==> src/common/zbus_defs.svh <==
// z80 bus slave sizes, port base and memory window
`ifndef ZBUS_DEFS_SVH
`define ZBUS_DEFS_SVH

// high five bits of the i/o address low byte, ports 0xA0..0xA7
`define ZB_PORT_BASE 5'h14

// address bits 15..8 that select the ram window
`define ZB_MEM_WIN 8'hC0

// page width, 4 pages of 256 bytes
`define ZB_PAGE_BITS 2

// internal ram depth in bytes
`define ZB_RAM_DEPTH 1024

// opcode fetch counter width, wraps
`define ZB_CNT_W 8

// interrupt vector after reset
`define ZB_VECTOR_RST 8'hFF

`endif

==> src/common/zbus_pkg.sv <==
// z80 bus slave types shared by decode, port block, data return and bus interface
`default_nettype none

package zbus_pkg;

	// kind of bus cycle currently on the z80 control lines
	typedef enum logic [2:0] {
		ZC_IDLE   = 3'd0,
		ZC_IORD   = 3'd1,
		ZC_IOWR   = 3'd2,
		ZC_MEMRD  = 3'd3,
		ZC_MEMWR  = 3'd4,
		ZC_FETCH  = 3'd5,
		ZC_INTACK = 3'd6
	} zcycle_t;

	// port index within the i/o block
	// 0..4 are plain read/write registers
	typedef enum logic [2:0] {
		ZP_GP0      = 3'd0,
		ZP_GP1      = 3'd1,
		ZP_GP2      = 3'd2,
		ZP_GP3      = 3'd3,
		ZP_GP4      = 3'd4,
		ZP_FETCHCNT = 3'd5,
		ZP_VECTOR   = 3'd6,
		ZP_PAGE     = 3'd7
	} zport_t;

endpackage

`default_nettype wire

==> src/common/zbus_if.sv <==
// decoded z80 control levels and one-clock request strobes
`timescale 1ns/1ps
`default_nettype none

interface zdec_if;

	import zbus_pkg::*;

	// levels, active high
	logic rd;
	logic wr;
	logic m1;
	logic rst;

	// cycle kind, from levels only
	zcycle_t cycle;

	// single clk pulses, one per request
	logic iord_s;
	logic iowr_s;
	logic memrd_s;
	logic memwr_s;
	logic opfetch_s;

	modport src (
		output rd, wr, m1, rst,
		output cycle,
		output iord_s, iowr_s, memrd_s, memwr_s, opfetch_s
	);

	// port and ram blocks
	modport exec (
		input rd, wr, m1, rst,
		input iord_s, iowr_s, memrd_s, memwr_s, opfetch_s
	);

	// data return only looks at the cycle kind
	modport res (
		input cycle,
		input rd
	);

endinterface

`default_nettype wire

==> src/hdl/zdata_result.sv <==
// read data source select and output enable for the z80 data bus
`timescale 1ns/1ps
`default_nettype none

module zdata_result (
	zdec_if.res bus,
	input logic port_hit,
	input logic [7:0] port_rdata,
	input logic mem_hit,
	input logic [7:0] mem_rdata,
	input logic [7:0] vector,
	output logic [7:0] dout,
	output logic dout_oe
);

	import zbus_pkg::*;

	always_comb
	begin
		dout = 8'h00;
		dout_oe = 1'b0;
		case (bus.cycle)
			ZC_IORD:
			begin
				if (bus.rd && port_hit)
				begin
					dout = port_rdata;
					dout_oe = 1'b1;
				end
			end
			ZC_MEMRD, ZC_FETCH:
			begin
				if (bus.rd && mem_hit)
				begin
					dout = mem_rdata;
					dout_oe = 1'b1;
				end
			end
			// vector goes out on every int ack, no rd on this cycle
			ZC_INTACK:
			begin
				dout = vector;
				dout_oe = 1'b1;
			end
			default:
			begin
				dout = 8'h00;
				dout_oe = 1'b0;
			end
		endcase
	end

endmodule

`default_nettype wire

==> src/flat_wrapper.sv <==
// flat-port wrapper written by rule: the top's interface ports become plain ports
module zdata_result_flat import zbus_pkg::*;
  (port_hit, port_rdata, mem_hit, mem_rdata, vector, dout, dout_oe, bus_cycle, bus_rd);
  zdec_if bus_i ();
  input logic port_hit;
  input logic [7:0] port_rdata;
  input logic mem_hit;
  input logic [7:0] mem_rdata;
  input logic [7:0] vector;
  output logic [7:0] dout;
  output logic dout_oe;
  input wire logic [$bits(bus_i.cycle)-1:0] bus_cycle;
  input wire logic [$bits(bus_i.rd)-1:0] bus_rd;
  assign bus_i.cycle = bus_cycle;
  assign bus_i.rd = bus_rd;
  zdata_result u_core (.bus(bus_i), .port_hit(port_hit), .port_rdata(port_rdata), .mem_hit(mem_hit), .mem_rdata(mem_rdata), .vector(vector), .dout(dout), .dout_oe(dout_oe));
endmodule
==> config.mk <==
export PLATFORM = sky130hd
export DESIGN_NAME = zdata_result_flat
export DESIGN_NICKNAME = d
export VERILOG_FILES = /design/src/common/zbus_defs.svh /design/src/common/zbus_pkg.sv /design/src/common/zbus_if.sv /design/src/hdl/zdata_result.sv /design/src/flat_wrapper.sv
export SDC_FILE = /design/constraint.sdc
export NUM_CORES = 1
export LEC_CHECK = 0
export ABC_AREA = 1
export CAP_MARGIN = 20
export CORE_AREA = 2 2 39 41
export DETAILED_ROUTE_END_ITERATION = 16
export DIE_AREA = 0 0 41 43
export DONT_BUFFER_PORTS = 1
export GPL_TIMING_DRIVEN = 0
export SYNTH_ARGS = -nofsm -noshare
export SYNTH_HDL_FRONTEND = slang
export SYNTH_SLANG_ARGS = --single-unit
==> constraint.sdc <==
create_clock -name vclk -period 0.8
set_input_delay 0.12 -clock vclk [all_inputs]
set_output_delay 0.12 -clock vclk [all_outputs]
set_load 0.05 [all_outputs]
Yosys cells after proc, flatten, opt, wreduce, memory -nomap -nowiden:

Index checks and enable logic that the tools add are counted.
Widths: inputs -> output; s select.

* output and inout port bits: 9
* register bits: 0
* bits of input ports: 30

* muxes and demuxes: 6
* equality and inequality tests: 4
* reduce and logical (&&, ||, !) cells: 3

Operators by type and width (number)
* $pmux 8 s3: 1
* $mux 8: 2
* $eq 3x3->1 const B: 2
* $eq 3x1->1 const B: 1
* $eq 3x2->1 const B: 1
* $pmux 1 s3: 1
* $logic_and 1x1->1: 2
* $mux 1: 2
* $reduce_or 2->1: 1

Logic depth before layout (Yosys ltp):

* word-level depth: 3
* gate-level depth with buffers: 5

Worst setup path before layout:

No wires, ideal clock.

* kind: input-to-output
* start: in bus_cycle[1]
* end: out dout[0]
* stages on the path: 5
* buffers on the path: 0
* arrival time: 847 ps
* data required time: 680 ps
* setup slack: -167 ps
* path through: inv_1 > nand2_2 > nor2_4 > nand2_1 > nand3_1

* word-level cells in the longest chain between the ends: 3
* elaborated cells on any way between the ends: 6
* those cells by class: eq/ne: 4; mux: 1; reduce/logical: 1

RTL lines
* start, declared: line flat_wrapper.sv:12 `input wire logic [$bits(bus_i.cycle)-1:0] bus_cycle;`
* $eq 3x2->1 or $eq 3x3->1 (tied branches): line zdata_result.sv:22 `case (bus.cycle)`
* $reduce_or 2->1: line zdata_result.sv:22
* $pmux 8 s3 *: line zdata_result.sv:22
* end, declared: line flat_wrapper.sv:10 `output logic [7:0] dout;`

Every way passes the cells marked *; elsewhere a longest branch is shown, timed or not.

Final worst setup path:

* start: in bus_cycle[1]
* end: out dout[1]

The elaborated chain is that of the path after synthesis.

==> results.md <==
* Status: completed
* Post-synth top area cell: nand3_1
* Layout area overhead at 73.3%
* Core Util, Final at 44.0%
* Share of layout cells above drive strength 1 at between 30% and 40%
* Row cnt at 14
* Syn Area/Cell at 4.34 um2
* Max frequency at between 1 and 1.5 GHz
* FF/Latch Area at 0 um2
* I/O Buffers at 0
* DIE WIDTH at ~41 um
* GRT Total Usage at 14.6%
* DRC viols at 0
* Drt pass-1 iters at 3
* Minimum clock period at between 700 and 800 ps
* Pre-CTS setup slack at -118 ps
* Crit start category: primary input
* Max FO, Critical Path at 5
* Sequential cells at 0
* Seq/Total Area, Yosys at 0%
* Setup TNS Final at 0 ps
* Post-DP HPWL at approximately 860 um
* WP data required at 680 ps
* Via density at between 4 and 5
* Die ar. at around 0.0018 mm2
* Worst-Margin Slew at 220 ps
* Hold Fails Final Rpt at 0
* CP max-delay cell: nor2_4
* First-pass GRT wire length at 1.86 mm
* Max incr delay on CP at between 150 and 200 ps
* Setup violators final at 0
* # fillers at 150
* Relative slew slack at a little under nine tenths
* Antenna viol nets, final at 0
* Detailed Route WL at around 1.3 mm
* Routed vias at between 400 and 500
* Setup Crit Path Kind: in -> out
* Final Instance Area at about 610 um2
* Syn_nets at 111
* Max-cap viol count at 0
* Antenna violations before repair at 0
* Initial Util at about a quarter
* Post-Place Cell Area at just under 500 um2
* Synth top cells by count: inv_1, nand2_1, nand3_1
* Post-synthesis cell count at slightly above 80
* Max-slew violations at 0
* Synth top area share at approximately 26%
* LEAKAGE at 0.000341 uW
* Worst path arrival time at approximately 670 ps
* Worst Hold Class: in -> out
* Most common cell in the netlist: inv_1
* Number of global-route vias before repair at 389
* I/O pin count at 39
* Final Cycle Share at a little over nine tenths
* Setup ws final at 10.4 ps
* Die Span Y at between 40 and 50 um
* Layout Nets at 115
* Gp weighted congestion at a little over 0.6
* DRT iter0 DRCs at 9
* Largest net degree at the start of global routing at 10
* Fin Hold WS at roughly 450 ps
* Peak VDD IR at 0.185 mV
* CORE AREA at ~0.0014 mm2
* RSZ-0062 raised after global routing: yes
* Multi-input gate area at a little under 500 um2
* CP endpoint kind: output port
* Critical-path cell list: clkinv_16, nand2_8, nor2_4, nand2_2, nand3_4
* Yosys warnings at 0
* # diodes at 0
* Pwr dens at roughly 490 mW/mm2
* Synth Cell Area at roughly 350 um2
* Top post-synthesis cells by area: nand3_1, inv_1, nand2_1
* Routed len/inst at about 13 um
* GRT overflow at 0
* Synth unique cells at 6
* # clk buffers at 0
==> power by group <==
group	internal [uW]	switching [uW]
clock network	0	0
logic	81.9	218
registers	0	0
==> cells in the final DEF, fill, tap and decap left out, drive strengths merged <==
cell type,instances
nor2,20
nand2,24
nand3,18
inv,20
clkinv,1
==> routing by layer <==
layer / part of all wire [%] / GRT usage (%) / vias to the layer above / wire length, um
li1: - / - / 247 / -
met1: 42 / 21.2 / 226 / 522
met2: 54 / 24.4 / 15 / 683
met3: 4.1 / 0.524 / 0 / 51
met4: 0 / 0 / 0 / 0
met5: 0 / 0 / - / 0
==> critical path: cells and delay by family <==
| family | cells | cell delay (ps) |
|---|---|---|
| simple gates | 4 | 510 |
| buf+inv | 1 | 30 |
==> logic make-up after synthesis <==
group	count (synthesis)	share of synthesized area, %
buf+inv	21	22.4
simple gates	60	77.6
==> final timing paths <==
check               startpoint  endpoint  slack (ps)  cells past startpoint
setup / recovery  bus_cycle[1]   dout[1]          10                      5
hold / removal       vector[5]   dout[5]         450                      2
==> what timing repair did <==
| item | 4_1_cts | 5_1_grt |
|---|---|---|
| endpoints found under the setup margin | 9 | 9 |
| hold endpoints to repair | 0 | 0 |
| buffers inserted | 0 | 0 |
| gates cloned | 2 | 0 |
| resized for setup | 19 | 11 |
| hold buffers | 0 | 0 |
| pin swaps | 12 | 12 |
==> cell type report <==
class	count	area share, %
Inverter	21	17.2
Multi-Input combinational cell	62	79.5
Tap cell	16	3.29
==> metrics by stage <==
stage | cells | total power (uW)
detailed placement | 97 | 260
global route | 99 | 322
floorplan | 81 | 233
global placement | 97 | 258
finish | 99 | 299
CTS | 99 | 291
No activity file was read; power rests on OpenSTA's default activity.
