$ cat config.mk
export PLATFORM = sky130hd
export DESIGN_NAME = zbus_decode_flat
export DESIGN_NICKNAME = d
export VERILOG_FILES = /design/src/common/zbus_defs.svh /design/src/common/zbus_pkg.sv /design/src/common/zbus_if.sv /design/src/hdl/zbus_decode.sv /design/src/flat_wrapper.sv
export SDC_FILE = /design/constraint.sdc
export NUM_CORES = 1
export LEC_CHECK = 0
export BUFFER_PORTS_ARGS = -buffer_cell sky130_fd_sc_hd__buf_2
export CAP_MARGIN = 20
export CORE_AREA = 3 3 40 42
export CTS_CLUSTER_DIAMETER = 50
export DETAILED_ROUTE_END_ITERATION = 6
export DIE_AREA = 0 0 43 45
export PLACE_DENSITY_LB_ADDON = 0.25
export SLEW_MARGIN = 20
export SYNTH_ARGS = -nofsm -noshare
export SYNTH_HDL_FRONTEND = slang
export SYNTH_SLANG_ARGS = --single-unit
$ cat constraint.sdc
create_clock -name clk -period 0.8 [get_ports clk]
set_input_delay 0.08 -clock clk [delete_from_list [all_inputs] [get_ports clk]]
set_output_delay 0.08 -clock clk [all_outputs]
set_load 0.05 [all_outputs]
$ cat src/common/zbus_defs.svh
// z80 bus slave sizes, port base and memory window
`ifndef ZBUS_DEFS_SVH
`define ZBUS_DEFS_SVH

// high five bits of the i/o address low byte, ports 0xA0..0xA7
`define ZB_PORT_BASE 5'h14

// address bits 15..8 that select the ram window
`define ZB_MEM_WIN 8'hC0

// page width, 4 pages of 256 bytes
`define ZB_PAGE_BITS 2

// internal ram depth in bytes
`define ZB_RAM_DEPTH 1024

// opcode fetch counter width, wraps
`define ZB_CNT_W 8

// interrupt vector after reset
`define ZB_VECTOR_RST 8'hFF

`endif

$ cat src/common/zbus_pkg.sv
// z80 bus slave types shared by decode, port block, data return and bus interface
`default_nettype none

package zbus_pkg;

	// kind of bus cycle currently on the z80 control lines
	typedef enum logic [2:0] {
		ZC_IDLE   = 3'd0,
		ZC_IORD   = 3'd1,
		ZC_IOWR   = 3'd2,
		ZC_MEMRD  = 3'd3,
		ZC_MEMWR  = 3'd4,
		ZC_FETCH  = 3'd5,
		ZC_INTACK = 3'd6
	} zcycle_t;

	// port index within the i/o block
	// 0..4 are plain read/write registers
	typedef enum logic [2:0] {
		ZP_GP0      = 3'd0,
		ZP_GP1      = 3'd1,
		ZP_GP2      = 3'd2,
		ZP_GP3      = 3'd3,
		ZP_GP4      = 3'd4,
		ZP_FETCHCNT = 3'd5,
		ZP_VECTOR   = 3'd6,
		ZP_PAGE     = 3'd7
	} zport_t;

endpackage

`default_nettype wire

$ cat src/common/zbus_if.sv
// decoded z80 control levels and one-clock request strobes
`timescale 1ns/1ps
`default_nettype none

interface zdec_if;

	import zbus_pkg::*;

	// levels, active high
	logic rd;
	logic wr;
	logic m1;
	logic rst;

	// cycle kind, from levels only
	zcycle_t cycle;

	// single clk pulses, one per request
	logic iord_s;
	logic iowr_s;
	logic memrd_s;
	logic memwr_s;
	logic opfetch_s;

	modport src (
		output rd, wr, m1, rst,
		output cycle,
		output iord_s, iowr_s, memrd_s, memwr_s, opfetch_s
	);

	// port and ram blocks
	modport exec (
		input rd, wr, m1, rst,
		input iord_s, iowr_s, memrd_s, memwr_s, opfetch_s
	);

	// data return only looks at the cycle kind
	modport res (
		input cycle,
		input rd
	);

endinterface

`default_nettype wire

$ cat src/hdl/zbus_decode.sv
// z80 control line decoder, makes levels, cycle kind and zpos-sampled strobes
`timescale 1ns/1ps
`default_nettype none

module zbus_decode (
	input logic clk,
	input logic reset,
	input logic zpos,
	input logic iorq_n,
	input logic mreq_n,
	input logic m1_n,
	input logic rfsh_n,
	input logic rd_n,
	input logic wr_n,
	zdec_if.src bus
);

	import zbus_pkg::*;

	logic iorq;
	logic mreq;
	logic intack;
	logic [1:0] iorq_r;
	logic [1:0] mreq_r;
	logic iorq_s;
	logic mreq_s;

	// plain inversions
	assign bus.rst = reset;
	assign bus.rd = !rd_n;
	assign bus.wr = !wr_n;
	assign bus.m1 = !m1_n;

	// m1 masks the i/o request so int ack never decodes a port
	assign iorq = !iorq_n && m1_n;
	// refresh cycles are not memory accesses
	assign mreq = !mreq_n && rfsh_n;
	assign intack = !iorq_n && bus.m1;

	always_comb
	begin
		if (intack)
			bus.cycle = ZC_INTACK;
		else if (iorq && bus.rd)
			bus.cycle = ZC_IORD;
		else if (iorq && bus.wr)
			bus.cycle = ZC_IOWR;
		else if (mreq && bus.rd && bus.m1)
			bus.cycle = ZC_FETCH;
		else if (mreq && bus.rd)
			bus.cycle = ZC_MEMRD;
		else if (mreq && bus.wr)
			bus.cycle = ZC_MEMWR;
		else
			bus.cycle = ZC_IDLE;
	end

	// stage 0 samples on zpos only, stage 1 follows every clk
	always_ff @(posedge clk)
	begin
		if (reset)
		begin
			iorq_r <= 2'b00;
			mreq_r <= 2'b00;
		end
		else
		begin
			if (zpos)
			begin
				iorq_r[0] <= iorq;
				mreq_r[0] <= mreq;
			end
			iorq_r[1] <= iorq_r[0];
			mreq_r[1] <= mreq_r[0];
		end
	end

	// rising edge of the sampled request, still present on the lines
	assign iorq_s = iorq_r[0] && !iorq_r[1] && iorq;
	assign mreq_s = mreq_r[0] && !mreq_r[1] && mreq;

	assign bus.iord_s = iorq_s && bus.rd;
	assign bus.iowr_s = iorq_s && bus.wr;
	assign bus.memrd_s = mreq_s && bus.rd;
	// wr comes late on a real z80 memory write, so go by !rd
	assign bus.memwr_s = mreq_s && !bus.rd;
	assign bus.opfetch_s = bus.memrd_s && bus.m1;

endmodule

`default_nettype wire

$ cat src/flat_wrapper.sv
// flat-port wrapper written by rule: the top's interface ports become plain ports
module zbus_decode_flat import zbus_pkg::*;
  (clk, reset, zpos, iorq_n, mreq_n, m1_n, rfsh_n, rd_n, wr_n, bus_rd, bus_wr, bus_m1, bus_rst, bus_cycle, bus_iord_s, bus_iowr_s, bus_memrd_s, bus_memwr_s, bus_opfetch_s);
  zdec_if bus_i ();
  input logic clk;
  input logic reset;
  input logic zpos;
  input logic iorq_n;
  input logic mreq_n;
  input logic m1_n;
  input logic rfsh_n;
  input logic rd_n;
  input logic wr_n;
  output wire logic [$bits(bus_i.rd)-1:0] bus_rd;
  output wire logic [$bits(bus_i.wr)-1:0] bus_wr;
  output wire logic [$bits(bus_i.m1)-1:0] bus_m1;
  output wire logic [$bits(bus_i.rst)-1:0] bus_rst;
  output wire logic [$bits(bus_i.cycle)-1:0] bus_cycle;
  output wire logic [$bits(bus_i.iord_s)-1:0] bus_iord_s;
  output wire logic [$bits(bus_i.iowr_s)-1:0] bus_iowr_s;
  output wire logic [$bits(bus_i.memrd_s)-1:0] bus_memrd_s;
  output wire logic [$bits(bus_i.memwr_s)-1:0] bus_memwr_s;
  output wire logic [$bits(bus_i.opfetch_s)-1:0] bus_opfetch_s;
  assign bus_rd = bus_i.rd;
  assign bus_wr = bus_i.wr;
  assign bus_m1 = bus_i.m1;
  assign bus_rst = bus_i.rst;
  assign bus_cycle = bus_i.cycle;
  assign bus_iord_s = bus_i.iord_s;
  assign bus_iowr_s = bus_i.iowr_s;
  assign bus_memrd_s = bus_i.memrd_s;
  assign bus_memwr_s = bus_i.memwr_s;
  assign bus_opfetch_s = bus_i.opfetch_s;
  zbus_decode u_core (.clk(clk), .reset(reset), .zpos(zpos), .iorq_n(iorq_n), .mreq_n(mreq_n), .m1_n(m1_n), .rfsh_n(rfsh_n), .rd_n(rd_n), .wr_n(wr_n), .bus(bus_i));
endmodule
Word level (Yosys, flattened, before mapping)
Cells that the tools add are included.
{ "classes": {"mux": 6, "n_reduce_logical": 24} }
{ "ops": {"columns": ["cell", "count"], "rows": [
  ["$mux 3", 6],
  ["$logic_and 1x1->1", 17],
  ["$logic_not 1->1", 7]
]} }
{ "word_totals": {"register_bits": 4, "in_bits": 9, "out_inout_bits": 12, "wordCells": 34} }

Logic depth before layout (Yosys ltp)
{ "depth": {"ltp_word": 9, "ltp_mapped": 4, "ltp_nobuf": 3} }

Least setup slack after synthesis
No wires, ideal clock.
{ "synth_timing": {"path_type": "register to output", "start": "register u_core.mreq_r[1]", "end": "output bus_opfetch_s", "t_arrival_ps": 1883, "required_ps": 720, "setup_slack_ps": -1163, "path_stages_with_launch": 3, "n_path_buf": 0, "cell_sequence": "dfxtp_1 nand2b_1 nor4_1"} }
{ "synth_via": {"elab_chain_len": 5} }
{ "synth_lines": {"columns": ["element", "line_no", "rtl"], "rows": [
  ["start: declaration", "zbus_decode.sv:24", "logic [1:0] mreq_r;"],
  ["start signal: assignment", "zbus_decode.sv:74", "mreq_r[1] <= mreq_r[0];"],
  ["$logic_not 1->1", "zbus_decode.sv:80", "assign mreq_s = mreq_r[0] && !mreq_r[1] && mreq;"],
  ["$logic_and 1x1->1 (2 in series)", "zbus_decode.sv:80", null],
  ["$logic_and 1x1->1", "zbus_decode.sv:84", "assign bus.memrd_s = mreq_s && bus.rd;"],
  ["$logic_and 1x1->1", "zbus_decode.sv:87", "assign bus.opfetch_s = bus.memrd_s && bus.m1;"],
  ["end: declaration", "flat_wrapper.sv:23", "output wire logic [$bits(bus_i.opfetch_s)-1:0] bus_opfetch_s;"]
]} }
Every way passes these cells.

Final worst setup path
Ends and elaborated chain as after synthesis.

==> run metrics <==
buffers added on ports=20; Synth warnings=0; Synth Area in Compound Gates=between 10% and 20%; Final GP Congestion=roughly 0.68; Setup Skew=0.0000121 ns; root buffer cell=clkbuf_4; H-tree Lvls=1; die area=a little under 2000 um^2; vias per std cell=about 4.3; final WL=~900 um; DRT iter0 DRCs=1; Adder-Cell Fraction of Synth Area=0%; area delta synth->final=163%; layout cell share with drive strength beyond 1=83.6%; multiplexer share of the synthesized area=under 10%; Synth Net Count=between 40 and 50; commonest non-fill, non-tap cell in the layout=buf_6; PnR Total Power=around 0.8 mW; largest net degree at the start of global routing=9; Clk pin slew, worst setup/hold paths=0.04 ns; Synth Area per Inst=between 8 and 9 um^2; Avg WL per Cell=about 11 um; Site Rows=13; Max Cap Viol=0; most frequent cells in the layout=buf_6 (13), buf_4 (11), buf_2 (7); Sw Pwr=around 0.28 mW; share of power burned in registers=a little over a quarter; total core area=around 1300 um^2; Seq/Total Area, Yosys=slightly below 30%; Final Hold Vio Count=0; die width=about 43 um; total negative setup slack=-1.45 ns; worst path arrival time=between 1 and 1.5 ns; CTS tree=yes; total clock buffers created by CTS=3; vias in the first global route=around 360; RSZ-0062 raised after global routing=yes; CTS Hold Bufs=0; antenna violations before repair=0; post-DP HPWL=~700 um; Post-Syn Instances=34; CP max FO=3; total grt overflow=0; CP Capture Type=primary output; Post-DRT Antenna Nets=0; status=finished, violations left; num ports=21; DR vias=between 300 and 400; post-synthesis cell type count=21; die height=45 um; Worst Path Required=0.72 ns; Static Leak=0.319 nW; Rel. slew slack=~83%; Post-Synth XOR/XNOR Area=0%; pre-CTS WS=-0.217 ns; Pwr Density=1110 nW/um^2; synthesized flop and latch total=4; Pint=between 0.5 and 0.6 mW; Final setup viols=8; clock latency on the worst-skew pair=between 0.2 and 0.25 ns; max-slew violations=0; Worst Setup Start Kind=flip-flop; Initial Utilization=roughly 22%; Slew @ Worst Pin=~0.25 ns; critical path class=reg2out; Logic pwr share=44.0%; min setup slack post-route=-0.321 ns; Net Sw Frac=34.7%; shortest period the worst path allows=~1.1 ns; crit share post-route=140%; Syn Std Cell Area=278 um^2; clock network power share=~30%; first-pass GRT wire length=about 1400 um; largest family of logic cells by synthesized area=simple AND/OR/NAND/NOR gates; Residual DRC=0; Hold Path Class=in2reg; worst vdd ir=0.590 mV; Synth Area in Simple Gates=between 30% and 40%; violated checks=negative setup slack; reg2reg setup slack=about 0.080 ns; drt pass-1 iters=2; Final nets=between 70 and 80; # diodes=0; maximum clock rate=around 890 MHz; GRT Overall Usage=10.1%; Max clock buf depth=2; CTS sink count=4
==> power groups by stage <==
stage	combinational [mW]	sequential (mW)	clock, mW
final	0.355	0.212	0.240
after global routing	0.374	0.212	0.266
after CTS	0.351	0.212	0.257
after detailed placement	0.306	0.215	0
after global placement	0.304	0.215	0
after floorplan	0.203	0.215	0
==> final timing paths <==
path,cells past startpoint,endpoint,from
setup / recovery,3,bus_opfetch_s,u_core.mreq_r[1]
hold / removal,2,u_core.iorq_r[0],reset
setup reg to reg,3,u_core.mreq_r[0],u_core.mreq_r[0]
hold reg to reg,2,u_core.mreq_r[1],u_core.mreq_r[0]
==> cells in the mapped netlist (all sizes together) <==
cell type	count	area share [%]
a21oi	3	6.8
a31oi	1	2.3
and2b	1	2.7
buf	2	6.8
dfxtp	4	29
inv	3	4.1
mux2i	1	3.6
nand2	2	2.7
nand2b	5	15
nand3b	1	2.7
nor2	2	2.7
nor2b	2	4.5
nor3	4	7.2
nor4	1	2.3
o22ai	1	2.3
o32ai	1	5.9
==> cell type report <==
type / instances / area [um^2]
fill: 120 / 556
multi-input combinational: 25 / 312
timing repair buffer: 32 / 279
sequential: 4 / 82.6
clock buffer: 3 / 22.5
tap: 15 / 18.8
inverter: 3 / 15.0
==> routing by layer <==
layer  global-route usage (%)  vias to the layer above  share of wire [%]
met2                     18.0                       12                 56
li1                         -                      182                  -
met1                     10.9                      159                 37
met4                     7.23                        0                  0
met5                        0                        -                  0
met3                     1.59                        0                6.5
==> kinds of logic (layout without fill, tap and decap cells) <==
group | Yosys count | in the layout
buffers and inverters | 5 | 38
muxes | 1 | 1
and+or+nand+nor | 18 | 18
AOI/OAI and AO/OA | 6 | 6
DFF | 4 | 4
==> worst max-delay path: stages, from the launching register on <==
cell	delay, ns
dfxtp_1	0.29
nand2b_4	0.17
nor4_4	0.16
buf_6	0.19
==> flip-flops by register name, indices dropped and copies added, names as in the netlist <==
| name | count |
|---|---|
| u_core.iorq_r | 2 |
| u_core.mreq_r | 2 |
==> through the flow <==
| step | hold WS, ns | instance area (um^2) | utilization (%) | cells |
|---|---|---|---|---|
| 2_1_floorplan | 0.142 | 414 | - | 34 |
| 3_3_place_gp | 0.291 | 593 | 46.2 | 78 |
| 3_5_place_dp | 0.296 | 593 | 46.2 | 78 |
| 4_1_cts | 0.0499 | 714 | 55.6 | 81 |
| 6_report | 0.0570 | 729 | 56.8 | 82 |
| 5_1_grt | 0.0599 | 729 | 56.8 | 82 |
==> repair_timing <==
action                     in CTS  in global routing
buffers inserted                0                  1
gates cloned                    0                  0
pin swaps                       6                  1
setup endpoints to repair       8                  8
gates resized for setup        30                  2
Note: power is estimated with default switching activity, not from simulation.
