$ cat src/common/zbus_defs.svh
// z80 bus slave sizes, port base and memory window
`ifndef ZBUS_DEFS_SVH
`define ZBUS_DEFS_SVH

// high five bits of the i/o address low byte, ports 0xA0..0xA7
`define ZB_PORT_BASE 5'h14

// address bits 15..8 that select the ram window
`define ZB_MEM_WIN 8'hC0

// page width, 4 pages of 256 bytes
`define ZB_PAGE_BITS 2

// internal ram depth in bytes
`define ZB_RAM_DEPTH 1024

// opcode fetch counter width, wraps
`define ZB_CNT_W 8

// interrupt vector after reset
`define ZB_VECTOR_RST 8'hFF

`endif

$ cat src/common/zbus_pkg.sv
// z80 bus slave types shared by decode, port block, data return and bus interface
`default_nettype none

package zbus_pkg;

	// kind of bus cycle currently on the z80 control lines
	typedef enum logic [2:0] {
		ZC_IDLE   = 3'd0,
		ZC_IORD   = 3'd1,
		ZC_IOWR   = 3'd2,
		ZC_MEMRD  = 3'd3,
		ZC_MEMWR  = 3'd4,
		ZC_FETCH  = 3'd5,
		ZC_INTACK = 3'd6
	} zcycle_t;

	// port index within the i/o block
	// 0..4 are plain read/write registers
	typedef enum logic [2:0] {
		ZP_GP0      = 3'd0,
		ZP_GP1      = 3'd1,
		ZP_GP2      = 3'd2,
		ZP_GP3      = 3'd3,
		ZP_GP4      = 3'd4,
		ZP_FETCHCNT = 3'd5,
		ZP_VECTOR   = 3'd6,
		ZP_PAGE     = 3'd7
	} zport_t;

endpackage

`default_nettype wire

$ cat src/common/zbus_if.sv
// decoded z80 control levels and one-clock request strobes
`timescale 1ns/1ps
`default_nettype none

interface zdec_if;

	import zbus_pkg::*;

	// levels, active high
	logic rd;
	logic wr;
	logic m1;
	logic rst;

	// cycle kind, from levels only
	zcycle_t cycle;

	// single clk pulses, one per request
	logic iord_s;
	logic iowr_s;
	logic memrd_s;
	logic memwr_s;
	logic opfetch_s;

	modport src (
		output rd, wr, m1, rst,
		output cycle,
		output iord_s, iowr_s, memrd_s, memwr_s, opfetch_s
	);

	// port and ram blocks
	modport exec (
		input rd, wr, m1, rst,
		input iord_s, iowr_s, memrd_s, memwr_s, opfetch_s
	);

	// data return only looks at the cycle kind
	modport res (
		input cycle,
		input rd
	);

endinterface

`default_nettype wire

$ cat src/hdl/zport_exec.sv
// i/o port register file with opcode fetch counter, interrupt vector and ram page
`timescale 1ns/1ps
`default_nettype none

`include "zbus_defs.svh"

module zport_exec (
	input logic clk,
	input logic [7:0] addr,
	input logic [7:0] din,
	zdec_if.exec bus,
	output logic hit,
	output logic [7:0] rdata,
	output logic [`ZB_PAGE_BITS-1:0] page,
	output logic [7:0] vector
);

	import zbus_pkg::*;

	zport_t idx;
	logic [7:0] regs [0:7];
	logic [`ZB_CNT_W-1:0] fetch_cnt;

	// address only, the cycle kind is checked in the data return block
	assign hit = (addr[7:3] == `ZB_PORT_BASE);
	assign idx = zport_t'(addr[2:0]);

	always_ff @(posedge clk)
	begin
		if (bus.rst)
		begin
			for (int i = 0; i < 8; i++)
				regs[i] <= 8'h00;
			regs[ZP_VECTOR] <= `ZB_VECTOR_RST;
		end
		else if (bus.iowr_s && hit && idx != ZP_FETCHCNT)
		begin
			regs[idx] <= din;
		end
	end

	// one count per opcode fetch strobe
	always_ff @(posedge clk)
	begin
		if (bus.rst)
			fetch_cnt <= '0;
		else if (bus.opfetch_s)
			fetch_cnt <= fetch_cnt + 1'b1;
	end

	always_comb
	begin
		if (idx == ZP_FETCHCNT)
			rdata = 8'(fetch_cnt);
		else
			rdata = regs[idx];
	end

	assign page = regs[ZP_PAGE][`ZB_PAGE_BITS-1:0];
	assign vector = regs[ZP_VECTOR];

endmodule

`default_nettype wire

$ cat src/flat_wrapper.sv
// flat-port wrapper written by rule: the top's interface ports become plain ports
module zport_exec_flat import zbus_pkg::*;
  (clk, addr, din, hit, rdata, page, vector, bus_rd, bus_wr, bus_m1, bus_rst, bus_iord_s, bus_iowr_s, bus_memrd_s, bus_memwr_s, bus_opfetch_s);
  zdec_if bus_i ();
  input logic clk;
  input logic [7:0] addr;
  input logic [7:0] din;
  output logic hit;
  output logic [7:0] rdata;
  output logic [`ZB_PAGE_BITS-1:0] page;
  output logic [7:0] vector;
  input wire logic [$bits(bus_i.rd)-1:0] bus_rd;
  input wire logic [$bits(bus_i.wr)-1:0] bus_wr;
  input wire logic [$bits(bus_i.m1)-1:0] bus_m1;
  input wire logic [$bits(bus_i.rst)-1:0] bus_rst;
  input wire logic [$bits(bus_i.iord_s)-1:0] bus_iord_s;
  input wire logic [$bits(bus_i.iowr_s)-1:0] bus_iowr_s;
  input wire logic [$bits(bus_i.memrd_s)-1:0] bus_memrd_s;
  input wire logic [$bits(bus_i.memwr_s)-1:0] bus_memwr_s;
  input wire logic [$bits(bus_i.opfetch_s)-1:0] bus_opfetch_s;
  assign bus_i.rd = bus_rd;
  assign bus_i.wr = bus_wr;
  assign bus_i.m1 = bus_m1;
  assign bus_i.rst = bus_rst;
  assign bus_i.iord_s = bus_iord_s;
  assign bus_i.iowr_s = bus_iowr_s;
  assign bus_i.memrd_s = bus_memrd_s;
  assign bus_i.memwr_s = bus_memwr_s;
  assign bus_i.opfetch_s = bus_opfetch_s;
  zport_exec u_core (.clk(clk), .addr(addr), .din(din), .bus(bus_i), .hit(hit), .rdata(rdata), .page(page), .vector(vector));
endmodule
$ cat config.mk
export PLATFORM = sky130hd
export DESIGN_NAME = zport_exec_flat
export DESIGN_NICKNAME = d
export VERILOG_FILES = /design/src/common/zbus_pkg.sv /design/src/common/zbus_if.sv /design/src/hdl/zport_exec.sv /design/src/flat_wrapper.sv
export VERILOG_INCLUDE_DIRS = /design/src /design/src/common
export SDC_FILE = /design/constraint.sdc
export NUM_CORES = 1
export LEC_CHECK = 0
export BUFFER_PORTS_ARGS = -buffer_cell sky130_fd_sc_hd__buf_2
export CAP_MARGIN = 5
export CORE_ASPECT_RATIO = 0.9
export CORE_UTILIZATION = 60
export CTS_CLUSTER_DIAMETER = 80
export DETAILED_ROUTE_END_ITERATION = 7
export MAX_ROUTING_LAYER = met4
export PLACE_DENSITY = 0.83
export SLEW_MARGIN = 20
export SYNTH_ARGS = -nofsm -noshare
export SYNTH_HDL_FRONTEND = slang
export SYNTH_SLANG_ARGS = --single-unit
$ cat constraint.sdc
create_clock -name clk -period 3.5 [get_ports clk]
set_input_delay 0.175 -clock clk [delete_from_list [all_inputs] [get_ports clk]]
set_output_delay 0.175 -clock clk [all_outputs]
set_load 0.05 [all_outputs]
Word-level counts from Yosys, hierarchy flattened:

Memory sizes are Yosys's and may differ from the RTL's.
Cells that the tools add are included.

* RAM bits: 64
* output and inout port bits: 19
* flip-flop bits (word level): 8
* bits of input ports: 26
* memories: 1
* word-level logic and storage cells: 20

* add/sub/neg operators: 1
* bitwise logic cells: 1
* reductions and logical operators: 3
* equal/unequal tests: 3
* multiplexer cells: 10

Memories
* u_core.regs: words 8, bits a word 8, rd ports 3, clocked after memory_dff 0, write ports 8, line zport_exec.sv:21 `logic [7:0] regs [0:7];`

Operator list (count)
* $mux 8: 3
* $add 8x1->8 const B: 1
* $reduce_or 8->1: 1
* $mux 1: 6
* $eq 5x5->1 const B: 1
* $eq 3x3->1 const B: 1
* $mux 3: 1
* $ne 3x3->1 const B: 1
* $logic_and 1x1->1: 2
* $or 1x1->1: 1

Longest topological paths before layout:

* depth in word-level cells: 8
* gate-level depth with buffers: 6
* mapped depth without buffers: 4

Worst setup path after synthesis:

Ideal clock, no wire load.

* kind: input to register
* start: in addr[4]
* end: mem u_core.regs[1][0], enable pin
* setup time: 375 ps
* setup slack: 1438 ps
* required time: 3125 ps
* path buffers: 0
* arrival time: 1687 ps
* cell stages on the path: 4
* path through: nor4b_4 and2_1 nand3_2 o21bai_1

RTL lines
* start: declaration: line flat_wrapper.sv:6 `input logic [7:0] addr;`
* end: declaration: line zport_exec.sv:21

Final worst setup path:

* start: in addr[2]
* end: out rdata[0]

* cells in the longest elaborated chain, start to end: 2
* elaborated cells on any way between the ends: 3
* classes of those cells: 1 x eq/ne; 1 x mux; 1 x memory

Ends and longest elaborated chain
* $mem_v2 8x8 or $eq 3x3->1 (tied branches)
* $mux 8 (*): line zport_exec.sv:53 `if (idx == ZP_FETCHCNT)`
* end: declaration: line flat_wrapper.sv:9 `output logic [7:0] rdata;`

Mark *: on every way between the ends. The rest lies on a longest branch, timed or not.

==> metrics.md <==
| Metric | Value |
|---|---|
| Final Cycle Share | 62.4% |
| Max cap viols | 0 |
| Buf/Inv on CP | 3 |
| Vias in the first global route | 2161 |
| Final Slew Violations | 0 |
| Minimum clock period | 2.18 ns |
| Hold Fails Final Rpt | 0 |
| Number of DRC markers in iteration 0 | 203 |
| Layout area overhead | 13.2% |
| Cell row count | 24 |
| Net Sw Power | about 440 uW |
| Critical path class | primary input to output pin |
| Sequential-to-total area share from yosys stat | 59.6% |
| CP arrival | about 2.0 ns |
| CTS sink count | 64 |
| # H-tree levels | 3 |
| Routed WL per cell | 19.4 um |
| Final setup margin | 1.32 ns |
| Crit-path max FO | 32 |
| Share of layout cells above drive strength 1 | 23.0% |
| Post-DP Area | 3290 um^2 |
| DPL Wire Length | roughly 4800 um |
| Avg Inst Size Synth | 11.6 um^2 |
| Measured slew at the worst slew-check pin | 0.787 ns |
| Gpl congestion | 0.849 |
| RSZ-0062 raised after global routing | no |
| Synth async-reset ratio | 0% |
| Port Buf Inserts | 38 |
| Post-route cell area | between 3000 and 4000 um^2 |
| Post-Place Setup Slack | between 1 and 1.5 ns |
| Die X | 77.7 um |
| Post-synth net total | a little under 300 |
| Crit path max-delay cell type | buf_2 |
| Setup bufs post-CTS | 0 |
| Antenna Cells | 0 |
| Final setup viols | 0 |
| Most frequent CP cell | buf_2 |
| Gate power share | 12.0% |
| Clk pin slew, worst setup/hold paths | 0.07 ns |
| ANT nets after route | 0 |
| VDD IR max | between 0.3 and 0.4 mV |
| Average via count per standard cell | 5.91 |
| CTS tree | built |
| Post-Syn Instances | 266 |
| Total detailed-routing wirelength | 7150 um |
| Die area | 5440 um^2 |
| PD cells | 498 nW/um^2 |
| Switch share | 25.2% |
| Critical Path Max Stage Delay | ~0.57 ns |
| First-pass GRT wire length | 11100 um |
| Commonest register cell after synthesis | edfxtp_1 |
| Fillers | 344 |
| Outcome | finished clean |
| Fmax | around 0.46 GHz |
| Core Box Area | a little under 5000 um^2 |
| CP Launch Type | primary input |
| Die H | 70.1 um |
| Vias | ~2200 |
| HP Class | primary input to flop |
| Layout Skew | 0.00653 ns |
| Power share of the clock group | between 30 and 40% |
| Io pins | 45 |
| CP Capture Type | output pin |
| Worst path required time | 3.32 ns |
| DRC | 0 |
| Post-synthesis cell area | just over 3000 um^2 |
| Storage cell area | 1840 um^2 |
| Cell variety after synth | 40 |
| Critical path cell sequence | buf_2 -> inv_1 -> o311a_1 -> a21oi_1 -> buf_2 |
| DRT Pass-1 Iters | 4 |
| Power share of the sequential group | 50.5% |
| Initial antenna violation count | 0 |
| Initial core utilization | 63.2% |
| Area of the multi-input gates | 1160 um^2 |
| CTS Root Cell | clkbuf_8 |
| CTS Hold Buffers Added | 0 |
| Largest net degree at the start of global routing | 33 |
| Number of buffers created by CTS | 9 |
| Final nets | between 300 and 400 |
| Total global routing overflow | 0 |
| Setup_tns | 0 ns |
| Leakage power | 1.28 nW |
| Clk_lat worst skew | 0.34 ns |
| Critical path's top delay family | buffers and inverters |
| GRT Overall Usage | 30.1% |
| Internal | roughly 1.3 mW |
| Post-cts sizing count | 0 |
| Yosys warns | 0 |
| Max-Slew Margin vs Limit | 47.4% |
| Finished Layout Cells | around 370 |
| Post-synth EDFFs | 56 |
| Dpl cells | 353 |
| Maximum clock insertion buffer count | 2 |
| #FFs+latches synth | 64 |
worst paths after layout:
check | cells after the start | end | from | slack (ns)
worst min register to register | 2 | u_core.fetch_cnt[6]$_SDFFE_PP0P_ | u_core.fetch_cnt[6]$_SDFFE_PP0P_ | 0.54
worst max-delay path | 5 | rdata[0] | addr[2] | 1.32
worst max register to register | 4 | u_core.fetch_cnt[6]$_SDFFE_PP0P_ | u_core.fetch_cnt[0]$_SDFFE_PP0P_ | 2.09
worst min-delay path | 2 | u_core.regs[6][7]$_SDFFCE_PN1P_ | din[7] | 0.15
cells by family (layout without fill, tap and decap cells):
logic type	after synthesis	count (layout)	share of synthesized area, %
and+or+nand+nor	118	118	19.2
DFF	64	64	59.6
AOI/OAI and AO/OA	40	40	9.15
muxes	20	20	7.37
buffers and inverters	18	56	2.87
xor gates and xnor gates	5	5	1.42
adders and majority gates	1	1	0.405
per-stage QoR:
step | hold slack (ns) | total power [mW] | utilization [%]
final | 0.146 | 1.74 | 71.5
after global routing | 0.137 | 1.79 | 71.5
after CTS | 0.130 | 1.75 | 71.5
after detailed placement | 0.495 | 1.10 | 67.1
after global placement | 0.487 | 1.10 | 67.1
after floorplan | 0.355 | 1.04 | -
area by class of cell:
class                           instances  area share, %
Timing Repair Buffer                   39           5.65
Sequential cell                        64           52.6
Inverter                                1          0.107
Clock buffer                           15           5.94
Tap cell                               65           2.32
Multi-Input combinational cell        184           33.2
Clock inverter                          1          0.143
synthesized netlist by cell type, drive strengths merged, types with 2 or more instances:
cell type / n / share of area (%)
edfxtp: 56 / 54
nor2: 49 / 6.1
nand2: 19 / 2.3
and2: 18 / 3.6
mux2i: 16 / 5.2
buf: 13 / 2.3
a21oi: 11 / 1.8
or3: 10 / 2.0
dfxtp: 8 / 5.2
o21ai: 8 / 1.3
o21bai: 7 / 2.4
nand2b: 6 / 1.2
nand3: 5 / 0.97
clkbuf: 4 / 0.49
or2: 4 / 0.81
nand4: 3 / 0.81
o22a: 3 / 0.85
o22ai: 3 / 0.61
xor2: 3 / 0.85
a221oi: 2 / 0.57
mux2: 2 / 0.73
mux4: 2 / 1.5
nor2b: 2 / 0.40
o31ai: 2 / 0.49
xnor2: 2 / 0.57
flip-flops by register name, summed over array words and instances, names as in the netlist:
name and count:
u_core.regs 56, u_core.fetch_cnt 8
power by group through the flow:
stage	clock [mW]	combinational [mW]	sequential [mW]
floorplan	0	0.137	0.908
CTS	0.658	0.209	0.879
finish	0.652	0.210	0.879
detailed placement	0	0.209	0.895
global placement	0	0.205	0.893
global route	0.682	0.222	0.882
layer usage:
| metal | part of all wire, % | vias to the layer above | GRT usage, % |
|---|---|---|---|
| met2 | 50 | 99 | 45.6 |
| li1 | - | 1023 | - |
| met4 | 2.6 | 0 | 17.4 |
| met1 | 40 | 1040 | 38.2 |
| met5 | 0 | - | - |
| met3 | 7.1 | 17 | 5.49 |
placed cells by master, fill, tap and decap left out, drive strengths merged:
master / count
inv: 1
o22ai: 3
a221oi: 2
o31ai: 2
buf: 39
nor3: 1
dfxtp: 8
nor2: 49
nor4b: 1
mux2i: 16
nand4: 3
o311a: 1
ha: 1
nand3: 5
o21ai: 8
edfxtp: 56
o21a: 1
mux4: 2
a211oi: 1
and2: 18
xnor2: 2
nor2b: 2
xor2: 3
nand2: 19
clkbuf: 15
nand2b: 6
mux2: 2
o32a: 1
o22a: 3
o21bai: 7
a21oi: 11
or3: 10
clkinv: 1
or2: 4
Note: power is estimated with default switching activity, not from simulation.
